--- src/lsu_pkg.sv ---
`default_nettype none

package lsu_pkg;

    // widths with a meaning of their own
    typedef logic [31:0] addr_t;   // byte address
    typedef logic [31:0] data_t;   // one data word
    typedef logic [3:0]  strb_t;   // byte lanes of a word

    // load codes follow the core's decoder, stores fill the rest
    typedef enum logic [2:0] {
        SW  = 3'b000,
        LB  = 3'b001,
        LBU = 3'b010,
        LH  = 3'b011,
        LHU = 3'b100,
        LW  = 3'b101,
        SB  = 3'b110,
        SH  = 3'b111
    } mem_op_t;

    // default memory shape
    parameter int SRAM_WORDS   = 256;
    parameter int SRAM_LATENCY = 2;   // wait cycles before arready/awready

    function automatic logic is_store(mem_op_t op);
        logic res;
        case (op)
            SB, SH, SW: res = 1'b1;
            default:    res = 1'b0;
        endcase
        return res;
    endfunction

endpackage

`default_nettype wire

--- src/lsu_store_align.sv ---
`timescale 1ns/1ps
`default_nettype none

module lsu_store_align (
    input  wire                      clk,
    input  wire                      rst,
    input  wire                      req_valid,
    output logic                     req_ready,
    input  wire lsu_pkg::mem_op_t    req_op,
    input  wire lsu_pkg::addr_t      req_addr,
    input  wire lsu_pkg::data_t      req_wdata,
    output logic                     stg_valid,
    input  wire                      stg_ready,
    output lsu_pkg::mem_op_t         stg_op,
    output lsu_pkg::addr_t           stg_addr,
    output lsu_pkg::data_t           stg_wdata,
    output lsu_pkg::strb_t           stg_strb
);
    import lsu_pkg::*;

    logic       full;
    logic [1:0] offset;
    strb_t      base_strb;   // strobe before the lane shift

    assign offset    = req_addr[1:0];
    assign stg_valid = full;
    assign req_ready = ~full | stg_ready; // free, or emptying this cycle

    always_comb begin
        case (req_op)
            SB:      base_strb = 4'b0001;
            SH:      base_strb = 4'b0011;
            SW:      base_strb = 4'b1111;
            default: base_strb = 4'b0000; // loads
        endcase
    end

    always_ff @(posedge clk) begin
        if (rst) begin
            full <= 1'b0;
        end else if (req_valid && req_ready) begin
            full <= 1'b1;
        end else if (stg_ready) begin
            full <= 1'b0;
        end
    end

    // lanes shifted past byte 3 fall off the top
    always_ff @(posedge clk) begin
        if (req_valid && req_ready) begin
            stg_op    <= req_op;
            stg_addr  <= req_addr;
            stg_wdata <= req_wdata << {offset, 3'b000};
            stg_strb  <= base_strb << offset;
        end
    end

    // an offered request waits for the bus stage
    a_stg_hold: assert property (@(posedge clk) disable iff (rst)
        stg_valid && !stg_ready |=> stg_valid);

endmodule

`default_nettype wire

--- config.mk ---
export PLATFORM = sky130hd
export DESIGN_NAME = lsu_store_align
export DESIGN_NICKNAME = d
export VERILOG_FILES = /design/src/lsu_pkg.sv /design/src/lsu_store_align.sv
export SDC_FILE = /design/constraint.sdc
export NUM_CORES = 1
export LEC_CHECK = 0
export BUFFER_PORTS_ARGS = -buffer_cell sky130_fd_sc_hd__buf_2
export CORE_UTILIZATION = 48
export CTS_CLUSTER_SIZE = 25
export DETAILED_ROUTE_END_ITERATION = 16
export PLACE_DENSITY = 0.8
export SLEW_MARGIN = 30
export SYNTH_ARGS = -nofsm -noshare
export SYNTH_HDL_FRONTEND = slang
export SYNTH_SLANG_ARGS = --single-unit
export TNS_END_PERCENT = 1
--- constraint.sdc ---
create_clock -name clk -period 6.1 [get_ports clk]
set_input_delay 1.22 -clock clk [delete_from_list [all_inputs] [get_ports clk]]
set_output_delay 1.22 -clock clk [all_outputs]
set_load 0.05 [all_outputs]
==> flow_summary.json <==
{
  "netlist_instances": 168,
  "drtIter0Drc": 71,
  "worstSetupPathType": "primary input to output pin",
  "rsz0062_at_grt": "no",
  "syn-cell-area_mm2": 0.00276,
  "post_cts_resized": 0,
  "r2r-start": "stg_valid",
  "port_buffers": 143,
  "max_slew_margin_pct": 49.4,
  "hold_depth": 2,
  "io_pins": 144,
  "place.gp.congestion": 0.801,
  "ys_warn_count": 0,
  "hold_buffers": 0,
  "ys_seq_area_share_pct": 78.1,
  "yosysMostFrequentCell": "edfxtp_1",
  "critPathMaxFanout": 3,
  "period_share_pct": 48.7,
  "reg2regPathDepth": 3,
  "endpoint": "req_ready",
  "ys_async_sr_fraction_pct": 0,
  "area_growth_pct": 34.7,
  "synth_enable_flop_cells": 71,
  "yosys-top-cells-count": "edfxtp_1 (71), mux2i_1 (16), a21oi_1 (11)",
  "final_cells": 391,
  "grt_max_degree": 46,
  "die_w_um": 77.8,
  "grt_pass1_vias": 1731,
  "cp-end-kind": "output pin",
  "cts.htree.levels": 3,
  "grt_pass1_wl_um": 8310,
  "rows": 27,
  "ys.flop_type": "edfxtp_1",
  "clk_latency_ps": 330,
  "cp_data_arrival_time_ps": 1750,
  "setup_tns_ps": 0,
  "vias": 1888,
  "cellLeakagePower_uw": 0.00160,
  "slew_violations": 0,
  "layout-drive-gt1-share_pct": 50.5,
  "fin_skew_ps": 6.63,
  "finalHoldViolCount": 0,
  "numPlacedInstances": 375,
  "regToRegEndpoint": "stg_addr[28]",
  "max_cap_violations": 0,
  "startpoint_type": "primary input",
  "synth_nets": 239,
  "grt_overflow": 0,
  "met3_wirelength_um": 393,
  "topRoutingLayerUsed": "met4",
  "fillers": 395,
  "yosysTopAreaCell": "edfxtp_1",
  "wirelength_met1_um": 2110,
  "drc_errors": 0,
  "final_nets": 385,
  "ys_seq_elements": 72,
  "avgSynthCellArea_um2": 16.4,
  "postRouteAntennaNets": 0,
  "critPathRequiredTime_ps": 4880,
  "totalWireLength_um": 5500,
  "die_height_um": 77.8,
  "cts_buffer_depth": 2,
  "die-area_mm2": 0.00605,
  "post_cts_buffers": 0,
  "wire_per_inst_um": 14.1,
  "final_util_pct": 67.4,
  "fmax_ghz": 0.337,
  "core_mm2": 0.00551,
  "ys_top_cells_by_area": "edfxtp_1 (77%), mux2i_1 (5.8%), a211oi_1 (2.2%)",
  "viasPerCell": 4.83,
  "clock_sinks": 72,
  "synth_top_cell_area_share_pct": 77.4,
  "peakVddDrop_mv": 0.168,
  "first_pass_iters": 4,
  "diodes": 0,
  "met2_length_um": 2830,
  "period_minus_slack_ps": 2970,
  "root_buffer": "clkbuf_8",
  "grt_usage_pct": 19.0,
  "cp-startpoint": "stg_ready",
  "cts-buffers-inserted": 9,
  "hpwl_um": 3950,
  "cts.clk_slew.worst_paths_ps": 70,
  "netlist-cell-type-count": 20,
  "hold_path_class": "flip-flop to flip-flop",
  "status": "complete, no violations",
  "cts_tree": "built",
  "antenna_found_initial": 0,
  "setup_violations": 0,
  "power.density_mw_per_mm2": 311,
  "tightestPinTransition_ps": 759,
  "reg2reg_slack_ps": 4140,
  "initial_core_util_pct": 50.0
}
[layout by cell type, fill, tap and decap left out, types with 2 or more instances in the layout]
cell / count
inv_1: 2
clkinv_2: 2
edfxtp_1: 71
nand2_1: 8
a21oi_1: 11
a211oi_1: 8
nor2b_1: 9
mux2i_1: 16
clkbuf_8: 9
nor2_1: 9
o21ai_0: 9
buf_2: 143
and2_1: 8
[stage by stage]
step | power, µW | hold slack (ps) | setup slack (ps) | instance area (µm²)
floorplan | 755 | 1110 | 2240 | 2760
global placement | 813 | 490 | 3170 | 3520
detailed placement | 815 | 547 | 3120 | 3520
CTS | 1160 | 575 | 3130 | 3710
global route | 1200 | 596 | 3120 | 3710
finish | 1160 | 577 | 3130 | 3710
[cell families after synthesis]
| group | after synthesis | synth area share (%) |
|---|---|---|
| and+or+nand+nor | 38 | 7.22 |
| AOI/OAI and AO/OA | 31 | 6.90 |
| muxes | 16 | 5.81 |
| DFF | 72 | 78.1 |
| buffers and inverters | 11 | 1.95 |
[state kept, by name (all words and copies together), names as in the netlist]
name	cells
stg_addr	32
stg_valid	1
stg_strb	4
stg_op	3
stg_wdata	32
[area by class of cell]
cell class | instances | area [µm²] | area share [%]
clock buffer | 10 | 128 | 3.44
clock inverter | 6 | 60.1 | 1.62
inverter | 2 | 7.51 | 0.202
multi-input combinational | 85 | 551 | 14.8
sequential | 72 | 2150 | 58.0
tap | 72 | 90.1 | 2.43
timing repair buffer | 144 | 723 | 19.5
[metal layers]
| layer | vias up | global-route usage (%) |
|---|---|---|
| li1 | 929 | - |
| met4 | 0 | 11.9 |
| met5 | - | 0 |
| met1 | 848 | 21.6 |
| met2 | 95 | 31.7 |
| met3 | 16 | 5.18 |
[where the power goes]
group,internal [µW],switching [µW]
combinational,51.1,162
clock,187,166
sequential,583,6.84
total,820,335
[worst max-delay path: stages]
cell      delay [ps]
buf_2             70
nand2b_1         150
buf_2            300
[worst min-delay path by stage]
stage | startpoint | end | slack (ps)
after global placement | stg_valid | stg_valid | 490
after detailed placement | stg_valid | stg_valid | 550
after CTS | stg_valid | stg_valid | 570
final | stg_valid | stg_valid | 580
after floorplan | stg_valid | stg_valid | 1110
after global routing | stg_valid | stg_valid | 600
No activity file was read; power rests on OpenSTA's default activity.
