File: config.mk
export PLATFORM = sky130hd
export DESIGN_NAME = lsu_load_extend
export DESIGN_NICKNAME = d
export VERILOG_FILES = /design/src/lsu_pkg.sv /design/src/lsu_load_extend.sv
export SDC_FILE = /design/constraint.sdc
export NUM_CORES = 1
export LEC_CHECK = 0
export BUFFER_PORTS_ARGS = -buffer_cell sky130_fd_sc_hd__buf_2
export CELL_PAD_IN_SITES_DETAIL_PLACEMENT = 1
export CELL_PAD_IN_SITES_GLOBAL_PLACEMENT = 1
export CORE_ASPECT_RATIO = 1.2
export CORE_UTILIZATION = 38
export CTS_BUF_LIST = sky130_fd_sc_hd__clkbuf_8
export DETAILED_ROUTE_END_ITERATION = 10
export GPL_TIMING_DRIVEN = 0
export PLACE_DENSITY_LB_ADDON = 0.1
export SLEW_MARGIN = 20
export SYNTH_ARGS = -nofsm -noshare
export SYNTH_HDL_FRONTEND = slang
export SYNTH_SLANG_ARGS = --single-unit
File: constraint.sdc
create_clock -name clk -period 1.9 [get_ports clk]
set_input_delay 0.285 -clock clk [delete_from_list [all_inputs] [get_ports clk]]
set_output_delay 0.285 -clock clk [all_outputs]
set_load 0.005 [all_outputs]
File: src/lsu_pkg.sv
`default_nettype none

package lsu_pkg;

    // widths with a meaning of their own
    typedef logic [31:0] addr_t;   // byte address
    typedef logic [31:0] data_t;   // one data word
    typedef logic [3:0]  strb_t;   // byte lanes of a word

    // load codes follow the core's decoder, stores fill the rest
    typedef enum logic [2:0] {
        SW  = 3'b000,
        LB  = 3'b001,
        LBU = 3'b010,
        LH  = 3'b011,
        LHU = 3'b100,
        LW  = 3'b101,
        SB  = 3'b110,
        SH  = 3'b111
    } mem_op_t;

    // default memory shape
    parameter int SRAM_WORDS   = 256;
    parameter int SRAM_LATENCY = 2;   // wait cycles before arready/awready

    function automatic logic is_store(mem_op_t op);
        logic res;
        case (op)
            SB, SH, SW: res = 1'b1;
            default:    res = 1'b0;
        endcase
        return res;
    endfunction

endpackage

`default_nettype wire

File: src/lsu_load_extend.sv
`timescale 1ns/1ps
`default_nettype none

module lsu_load_extend (
    input  wire                      clk,
    input  wire                      rst,
    input  wire                      ld_valid,
    output logic                     ld_ready,
    input  wire lsu_pkg::mem_op_t    ld_op,
    input  wire [1:0]                ld_offset,
    input  wire lsu_pkg::data_t      ld_rdata,
    output logic                     resp_valid,
    input  wire                      resp_ready,
    output lsu_pkg::data_t           resp_rdata
);
    import lsu_pkg::*;

    data_t shifted;   // addressed byte moved to lane 0
    data_t result;

    assign shifted  = ld_rdata >> {ld_offset, 3'b000};
    assign ld_ready = ~resp_valid | resp_ready;

    always_comb begin
        case (ld_op)
            LB:      result = {{24{shifted[7]}}, shifted[7:0]};
            LBU:     result = {24'h0, shifted[7:0]};
            LH:      result = {{16{shifted[15]}}, shifted[15:0]};
            LHU:     result = {16'h0, shifted[15:0]};
            LW:      result = shifted;
            default: result = '0; // store completion
        endcase
    end

    always_ff @(posedge clk) begin
        if (rst) begin
            resp_valid <= 1'b0;
        end else if (ld_valid && ld_ready) begin
            resp_valid <= 1'b1;
        end else if (resp_ready) begin
            resp_valid <= 1'b0;
        end
    end

    always_ff @(posedge clk) begin
        if (ld_valid && ld_ready) begin
            resp_rdata <= result;
        end
    end

    // a stalled completion must not change under the core
    a_resp_hold: assert property (@(posedge clk) disable iff (rst)
        resp_valid && !resp_ready |=> resp_valid && $stable(resp_rdata));

endmodule

`default_nettype wire

==> key figures <==
Worst setup path
  – R2R Path Start: resp_valid
  – Slowest stage cell, crit path: a21boi_0
  – Worst path arrival time: 1480 ps
  – Worst r2r path cells: 2
  – Max incr delay on CP: 630 ps
  – R2R setup slack: 470 ps
  – Worst Path Max Fanout: 8
  – Crit-path cells: buf_2 > nand3b_2 > a21boi_0 > o21ai_0
  – Cell family with most CP delay: compound AO/OA/AOI/OAI gates
  – CP Launch Type: input pin
  – Worst setup path class: input pin to flip-flop
  – FF-to-FF End: resp_rdata[25]
  – CP bufs+invs: 1
  – CP Capture Type: flip-flop
  – Required time worst endpoint: 1900 ps

Clocking
  – # Post-CTS Setup Buffers: 0
  – Num CTS Buffers: 5
  – Clk sinks: 33
  – Hold Buf Count CTS: 0
  – CTS tree: done
  – Root buf cell: clkbuf_8
  – # resized after CTS: 0
  – Worst skew pair latency: 280 ps
  – Htree depth: 2
  – Clk pin slew, worst setup/hold paths: 70 ps
  – Clk buf depth: 2

Job
  – Max-cap violations: 0

Timing
  – Crit share post-route: 78.1%
  – Setup TNS: 0 ps
  – Achievable Freq: 0.674 GHz
  – Unrepaired setup endpoints after global routing: false
  – Final hold vios: 0
  – Worst Tran Pin Value: 731 ps
  – Setup-failing EPs final: 0
  – Max-slew headroom: 50.8%
  – Tmin final: 1480 ps
  – Max Slew Vio Count: 0
  – Final clock skew: 3.03 ps
  – Worst hold slack: 153 ps

Floorplanning
  – Full die area: 5090 µm²
  – Die height: 77.9 µm
  – # IOs: 75
  – Num rows: 27
  – Die X: 65.3 µm
  – Initial core utilization: 39.7%
  – Core Area: 4590 µm²

Placed design
  – Global placement routability congestion: 0.882
  – HPWL Detailed: 3910 µm
  – Post-DP Area: 2260 µm²
  – Placed Cells: 279
  – IO buf count: 73

Synthesis
  – Avg Cell Area, Syn: 12.3 µm²
  – Asr flop ratio synth: 0%
  – Sequential cell area fraction in the yosys report: 53.7%
  – Number of flops mapped to enable cells by yosys: 32
  – Synth Net Count: 189
  – Post-synthesis cell type count: 28
  – Synth Instances: 148
  – Post-Syn Area: 1830 µm²
  – Synth warnings: 0
  – Synth Flop Type: edfxtp_1
  – #FFs+latches synth: 33

Final layout
  – Layout cells sized above 1: 45.9%
  – Fin cells: 287
  – Final net count: 269
  – Synth-to-Final Area Change: 28.6%
  – Final instance area: 2350 µm²
  – Diode count: 0

Global routing
  – Largest net degree at the start of global routing: 33
  – First-pass GRT wire length: 8130 µm
  – Total GRT Usage: 21.4%
  – Initial antenna violation count: 0
  – GRT Residual Overflow: 0
  – Number of global-route vias before repair: 1694

Route
  – Wire length per cell: 17.5 µm
  – Avg Vias per Cell: 5.43
  – DRC viols: 0
  – Drt total wl: 5010 µm
  – Post-DRT Antenna Nets: 0
  – 1st-iter DRT viols: 50
  – Vias: 1558
  – First-pass DRT Iterations: 4

Pwr
  – Pint: 1.26 mW
  – PD cells: 724 nW/µm²
  – Clk pwr share: 29.5%
  – Switching share of power: 25.6%
  – Combinational share of power: 18.6%
  – Sequential share of power: 51.9%
  – Worst VDD drop: 0.000416 V
  – Leakage power: 0.978 nW
  – Total power: 1.70 mW
  – Switching pwr: 435 µW

Run status
  – Status: complete, no violations

Worst hold path
  – Hold Path Sink: resp_valid
  – Hold Path Cell Cnt: 2
  – Hold crit path type: input pin to flip-flop
  – Min-delay src: rst
## state kept, by name, indices dropped and copies added (netlist names)
signal,flops
resp_valid,1
resp_rdata,32
## worst reg2reg max path: stages, from the launching register on
cell and delay, ps:
dfxtp_1 310, nand2b_1 100, and2_2 640
## layout make-up
cell class | count | area (µm²)
Fill cell | 547 | 2250
Sequential cell | 33 | 981
Multi-Input combinational cell | 98 | 752
Timing Repair Buffer | 73 | 365
Buffer | 14 | 82.6
Tap cell | 58 | 72.6
Clock buffer | 5 | 68.8
Clock inverter | 3 | 13.8
Inverter | 3 | 11.3
## through the flow
| stage | worst slack, ps | util [%] |
|---|---|---|
| 6_report | 417 | 51.1 |
| 5_1_grt | 255 | 51.1 |
| 4_1_cts | 403 | 51.1 |
| 3_5_place_dp | 88.2 | 49.3 |
| 3_3_place_gp | 19.6 | 49.3 |
| 2_1_floorplan | 270 | - |
## synthesized netlist by cell type (2+ instances only)
library cell	number	area [µm²]
clkbuf_1	2	7.51
buf_2	8	40.0
nor2b_1	9	56.3
nand3b_1	8	60.1
mux2i_1	8	80.1
a211oi_1	14	105
o211ai_1	16	120
a2bb2oi_1	7	61.3
mux2_2	8	90.1
nand2_1	9	33.8
buf_6	2	22.5
inv_1	3	11.3
o21ai_0	8	40.0
edfxtp_1	32	961
## power groups by stage
stage	clock (mW)	sequential, mW	combinational [mW]
after floorplan	0	0.907	0.156
after global placement	0	0.895	0.304
after detailed placement	0	0.897	0.319
after CTS	0.513	0.882	0.320
after global routing	0.538	0.885	0.349
final	0.501	0.881	0.317
## routing by layer
metal / part of all wire [%] / track usage, %
met1: 41 / 25.4
met2: 52 / 37.5
met3: 5.1 / 3.97
met4: 1.7 / 7.83
met5: 0 / 0
## how the worst max path moves through the flow
stage | cells past startpoint | slack, ps | endpoint | startpoint
after floorplan | 2 | 270 | resp_rdata[0] | resp_ready
after global placement | 3 | 20 | resp_rdata[23] | resp_ready
after detailed placement | 4 | 90 | resp_rdata[11] | ld_op[2]
after CTS | 4 | 400 | resp_rdata[11] | ld_op[2]
after global routing | 4 | 260 | resp_rdata[11] | ld_op[2]
final | 4 | 420 | resp_rdata[8] | ld_op[2]
## logic make-up after synthesis
kind of cell           share of synthesized area, %
muxes                                          10.6
and+or+nand+nor                                11.2
buffers and inverters                          5.14
DFF                                            53.7
AOI/OAI and AO/OA                              19.3
## placed cells by master, fill, tap and decap left out
cell       instances
buf_2             81
edfxtp_1          32
o211ai_1          16
a211oi_1          14
nor2b_1            9
nand2_1            9
mux2i_1            8
o21ai_0            8
mux2_2             8
nand3b_1           8
a2bb2oi_1          7
clkbuf_8           5
inv_1              4
buf_6              2
clkbuf_1           2
clkinv_2           2
nand2b_1           1
and2_2             1
or3_1              1
o21ai_1            1
mux4_2             1
nand3b_2           1
a21boi_0           1
o22a_1             1
nand4_2            1
buf_4              1
and4bb_2           1
clkbuf_2           1
a21oi_1            1
dfxtp_1            1
No activity file was read; power rests on OpenSTA's default activity.
