**src/lsu_pkg.sv**
```systemverilog
`default_nettype none

package lsu_pkg;

    // widths with a meaning of their own
    typedef logic [31:0] addr_t;   // byte address
    typedef logic [31:0] data_t;   // one data word
    typedef logic [3:0]  strb_t;   // byte lanes of a word

    // load codes follow the core's decoder, stores fill the rest
    typedef enum logic [2:0] {
        SW  = 3'b000,
        LB  = 3'b001,
        LBU = 3'b010,
        LH  = 3'b011,
        LHU = 3'b100,
        LW  = 3'b101,
        SB  = 3'b110,
        SH  = 3'b111
    } mem_op_t;

    // default memory shape
    parameter int SRAM_WORDS   = 256;
    parameter int SRAM_LATENCY = 2;   // wait cycles before arready/awready

    function automatic logic is_store(mem_op_t op);
        logic res;
        case (op)
            SB, SH, SW: res = 1'b1;
            default:    res = 1'b0;
        endcase
        return res;
    endfunction

endpackage

`default_nettype wire

```
**src/lsu_axi_master.sv**
```systemverilog
`timescale 1ns/1ps
`default_nettype none

module lsu_axi_master (
    input  wire                      clk,
    input  wire                      rst,
    input  wire                      stg_valid,
    output logic                     stg_ready,
    input  wire lsu_pkg::mem_op_t    stg_op,
    input  wire lsu_pkg::addr_t      stg_addr,
    input  wire lsu_pkg::data_t      stg_wdata,
    input  wire lsu_pkg::strb_t      stg_strb,
    output logic                     ld_valid,
    input  wire                      ld_ready,
    output lsu_pkg::mem_op_t         ld_op,
    output logic [1:0]               ld_offset,
    output lsu_pkg::data_t           ld_rdata,
    output lsu_pkg::addr_t           araddr,
    output logic                     arvalid,
    input  wire                      arready,
    input  wire                      rvalid,
    input  wire lsu_pkg::data_t      rdata,
    output logic                     rready,
    output lsu_pkg::addr_t           awaddr,
    output logic                     awvalid,
    input  wire                      awready,
    output lsu_pkg::data_t           wdata,
    output logic                     wvalid,
    input  wire                      wready,
    output lsu_pkg::strb_t           wstrb,
    input  wire                      bvalid,
    output logic                     bready
);
    import lsu_pkg::*;

    typedef enum logic [2:0] {
        IDLE,
        READ_ADDR,
        READ_DATA,
        WRITE_ADDR,
        WRITE_RESP,
        DONE
    } state_t;

    state_t     state;
    mem_op_t    op_q;
    logic [1:0] offset_q;
    addr_t      addr_q;     // word aligned
    data_t      wdata_q;
    strb_t      strb_q;
    data_t      rdata_q;
    logic       aw_pend;    // aw not yet taken
    logic       w_pend;     // w not yet taken
    logic       aw_left;
    logic       w_left;

    assign stg_ready = (state == IDLE);
    assign arvalid   = (state == READ_ADDR);
    assign rready    = (state == READ_DATA);
    assign awvalid   = aw_pend;
    assign wvalid    = w_pend;
    assign bready    = (state == WRITE_RESP);
    assign ld_valid  = (state == DONE);

    assign araddr    = addr_q;
    assign awaddr    = addr_q;
    assign wdata     = wdata_q;
    assign wstrb     = strb_q;
    assign ld_op     = op_q;
    assign ld_offset = offset_q;
    assign ld_rdata  = rdata_q;

    // still owed after this cycle
    assign aw_left = aw_pend && !awready;
    assign w_left  = w_pend && !wready;

    always_ff @(posedge clk) begin
        if (rst) begin
            state   <= IDLE;
            aw_pend <= 1'b0;
            w_pend  <= 1'b0;
        end else begin
            case (state)
                IDLE: begin
                    if (stg_valid) begin
                        if (is_store(stg_op)) begin
                            state   <= WRITE_ADDR;
                            aw_pend <= 1'b1; // aw and w go out together
                            w_pend  <= 1'b1;
                        end else begin
                            state <= READ_ADDR;
                        end
                    end
                end
                READ_ADDR: begin
                    if (arready) begin
                        state <= READ_DATA;
                    end
                end
                READ_DATA: begin
                    if (rvalid) begin
                        state <= DONE;
                    end
                end
                WRITE_ADDR: begin
                    aw_pend <= aw_left;
                    w_pend  <= w_left;
                    if (!aw_left && !w_left) begin
                        state <= WRITE_RESP;
                    end
                end
                WRITE_RESP: begin
                    if (bvalid) begin
                        state <= DONE;
                    end
                end
                DONE: begin
                    if (ld_ready) begin
                        state <= IDLE;
                    end
                end
                default: state <= IDLE;
            endcase
        end
    end

    always_ff @(posedge clk) begin
        if (stg_valid && stg_ready) begin
            op_q     <= stg_op;
            offset_q <= stg_addr[1:0];
            addr_q   <= {stg_addr[31:2], 2'b00};
            wdata_q  <= stg_wdata;
            strb_q   <= stg_strb;
        end
        if (rvalid && rready) begin
            rdata_q <= rdata;
        end else if (bvalid && bready) begin
            rdata_q <= '0; // stores complete with zero
        end
    end

    a_one_channel: assert property (@(posedge clk) disable iff (rst)
        !(arvalid && awvalid));
    a_ar_hold: assert property (@(posedge clk) disable iff (rst)
        arvalid && !arready |=> arvalid);
    a_aw_hold: assert property (@(posedge clk) disable iff (rst)
        awvalid && !awready |=> awvalid);
    a_w_hold: assert property (@(posedge clk) disable iff (rst)
        wvalid && !wready |=> wvalid);
    a_ld_hold: assert property (@(posedge clk) disable iff (rst)
        ld_valid && !ld_ready |=> ld_valid && $stable(ld_rdata));

endmodule

`default_nettype wire

```
**config.mk**
```make
export PLATFORM = sky130hd
export DESIGN_NAME = lsu_axi_master
export DESIGN_NICKNAME = d
export VERILOG_FILES = /design/src/lsu_pkg.sv /design/src/lsu_axi_master.sv
export SDC_FILE = /design/constraint.sdc
export NUM_CORES = 1
export LEC_CHECK = 0
export ABC_AREA = 1
export BUFFER_PORTS_ARGS = -buffer_cell sky130_fd_sc_hd__buf_2
export CORE_MARGIN = 5
export CORE_UTILIZATION = 46
export DETAILED_ROUTE_END_ITERATION = 7
export PLACE_DENSITY = 0.86
export SLEW_MARGIN = 10
export SYNTH_ARGS = -nofsm -noshare
export SYNTH_HDL_FRONTEND = slang
export SYNTH_SLANG_ARGS = --single-unit
```
**constraint.sdc**
```tcl
create_clock -name clk -period 8.14 [get_ports clk]
set_clock_uncertainty 0.1 [all_clocks]
set_input_delay 0.814 -clock clk [delete_from_list [all_inputs] [get_ports clk]]
set_output_delay 0.814 -clock clk [all_outputs]
set_load 0.01 [all_outputs]
```
==> impl_metrics.yaml <==
run_status:
  status: "finished, final reports clean"
global_routing:
  grt_max_degree: 59
  grt_use_total_pct: 18.0
  first_global_vias: 2899
  gr-total-overflow: 0
  grt_first_pass_wirelength_microns: 15200
  antenna_found_initial: 1
finish:
  layout_commonest_cell: "buf_2"
  fin_util_pct: 62.1
  antenna_cells: 0
  num-fill-cells: 728
  syn_to_final_growth_pct: 33.3
  drive_above_1_share_pct: 54.8
  mostFrequentLayoutCells: "buf_2, edfxtp_1, inv_1"
  layout.cells.non_filler: 624
  nets: 623
placed_design:
  dp_cells: 608
  place_ws_ps: 5590
  gp_congestion: 0.812
  port-buffer-count: 251
  dpl.hpwl_microns: 7980
timing:
  slew_viol_final: 0
  fin_crit_ps: 2370
  fin_tns_setup_ps: 0
  rsz0062_at_grt: "false"
  fin_ws_ps: 5770
  setup_viol: 0
  slew_headroom_pct: 31.3
  period_share_pct: 29.1
  final_hold_viol_count: 0
  worstMarginPinSlew_ps: 1030
  fmax_ghz: 0.422
cts:
  numCtsBuffers: 9
  cts_resized: 0
  clk-insertion-delay-late_ps: 360
  clock_sinks: 108
  post_cts_buffers: 0
  path_clk_slew_ps: 110
  cts_tree: "built"
  cts_hold_buf: 0
  clockBufferDepth: 2
  clockRootBuffer: "clkbuf_8"
  htreeDepth: 3
drt:
  drc: 0
  first_iter_violations: 82
  wire_per_inst_microns: 16.0
  wirelength_microns: 9960
  vias_per_cell: 4.48
  via_count: 2797
  firstDrtPassIters: 4
  postRouteAntennaNets: 0
die:
  io-pin-count: 256
  die_height_microns: 104
  core_area_sq_um: 8640
  start_util_pct: 46.6
  num_rows: 34
  fp.dieW_microns: 104
  dieArea_sq_um: 10700
hold_path:
  hold_path.class: "register to register"
  hold_path.startpoint: "wvalid"
  hold_end: "wvalid"
  min_path_cells: 2
setup_path:
  crit_arrival_ps: 2290
  regToRegSetupSlack_ps: 5770
  reg2reg_to: "ld_rdata[27]"
  critPathCaptureType: "register"
  cp.required_ps: 8060
  cp-start-kind: "register"
  reg2reg_from: "state[1]"
  crit_type: "register to register"
  reg2reg_depth: 5
  critPathMaxFanout: 33
yosys:
  netlist_top_cells_area: "edfxtp_1, buf_4, inv_1, nor2_1, nand2_1"
  synth_cells: 281
  yosys.area.top_type_share_pct: 76.9
  synthDistinctLibCells: 19
  yosys_warnings: 0
  seq_area_frac_synth_pct: 79.4
  synth-seq-cells: 108
  synth.avg_cell_area_sq_um: 14.3
  yosys.area.top_type: "edfxtp_1"
  syn-cell-area_sq_um: 4020
power_and_ir_drop:
  p_sw_share_pct: 34.2
  p_leak_nw: 2.58
  sequentialPowerShare_pct: 51.7
  power_report.internal_total_mw: 1.05
  finalPower_mw: 1.60
  p_switching_mw: 0.546
  clkPwrFrac_pct: 18.9
  p_per_area_nw_per_um2: 298
  combPwrFrac_pct: 29.4
  ir_drop_v: 0.000138
flow_run:
  cap_violations: 0
flip-flops by register name (all words and copies together) (netlist names):
| signal | cells |
|---|---|
| ld_rdata | 32 |
| wdata | 32 |
| araddr | 30 |
| wstrb | 4 |
| ld_op | 3 |
| state | 3 |
| ld_offset | 2 |
| awvalid | 1 |
| wvalid | 1 |
synthesized netlist by cell type:
master / n
a21oi_1: 3
buf_2: 3
buf_4: 34
conb_1: 1
dfxtp_1: 5
edfxtp_1: 103
inv_1: 48
inv_2: 3
nand2_1: 27
nand2_2: 2
nand3_1: 3
nand4_1: 1
nor2_1: 37
nor2_2: 5
nor2_4: 1
nor3_1: 1
nor3_2: 1
o211ai_1: 1
o21ai_0: 2
worst max-delay path: stages, from the launching register on:
cell and delay, ps:
dfxtp_1 480, nand2_2 100, nor2_2 130, nand2_1 590, o21ai_2 210, buf_4 390
area by class of cell:
type,count,area [sq um],area share (%)
Timing Repair Buffer,253,1270,23.7
Clock buffer,9,124,2.31
Inverter,51,191,3.57
Clock inverter,7,57.6,1.07
Tap cell,108,135,2.52
Sequential cell,108,3190,59.5
Multi-Input combinational cell,88,390,7.28
worst max-delay path by stage:
stage | cells after the start | start | end | slack, ps
global placement | 4 | rvalid | ld_rdata[21] | 5660
CTS | 6 | state[2] | ld_rdata[27] | 5750
floorplan | 2 | stg_valid | araddr[10] | 3730
global route | 6 | state[2] | ld_rdata[27] | 5550
finish | 5 | state[1] | ld_rdata[27] | 5770
detailed placement | 4 | rvalid | ld_rdata[5] | 5590
metrics by stage:
step | instance area, sq um | hold slack (ps)
2_1_floorplan | 4030 | 381
3_3_place_gp | 5180 | 350
3_5_place_dp | 5180 | 362
4_1_cts | 5360 | 378
5_1_grt | 5360 | 394
6_report | 5360 | 371
power by group through the flow:
stage               clock network (mW)  logic, mW  registers [mW]
floorplan                            0      0.234           0.909
global placement                     0      0.461           0.832
detailed placement                   0      0.476           0.840
CTS                              0.313      0.477           0.829
global route                     0.337      0.517           0.840
finish                           0.303      0.470           0.826
cell families (layout without fill, tap and decap cells):
family	count (synthesis)	after routing	share of synthesized area, %
and+or+nand+nor	78	78	8.24
AOI/OAI and AO/OA	6	6	0.809
DFF	108	108	79.4
buffers and inverters	88	320	11.5
other	1	4	0.0932
routing by layer:
metal	global-route usage (%)	vias to the layer above	share of wire [%]	routed length, microns
li1	-	1338	-	-
met1	17.7	1273	32	3220
met2	32.2	162	53	5300
met3	8.46	22	12	1200
met4	7.40	2	2.2	222
met5	0	-	0.19	19
(Power assumes the default switching activity.)
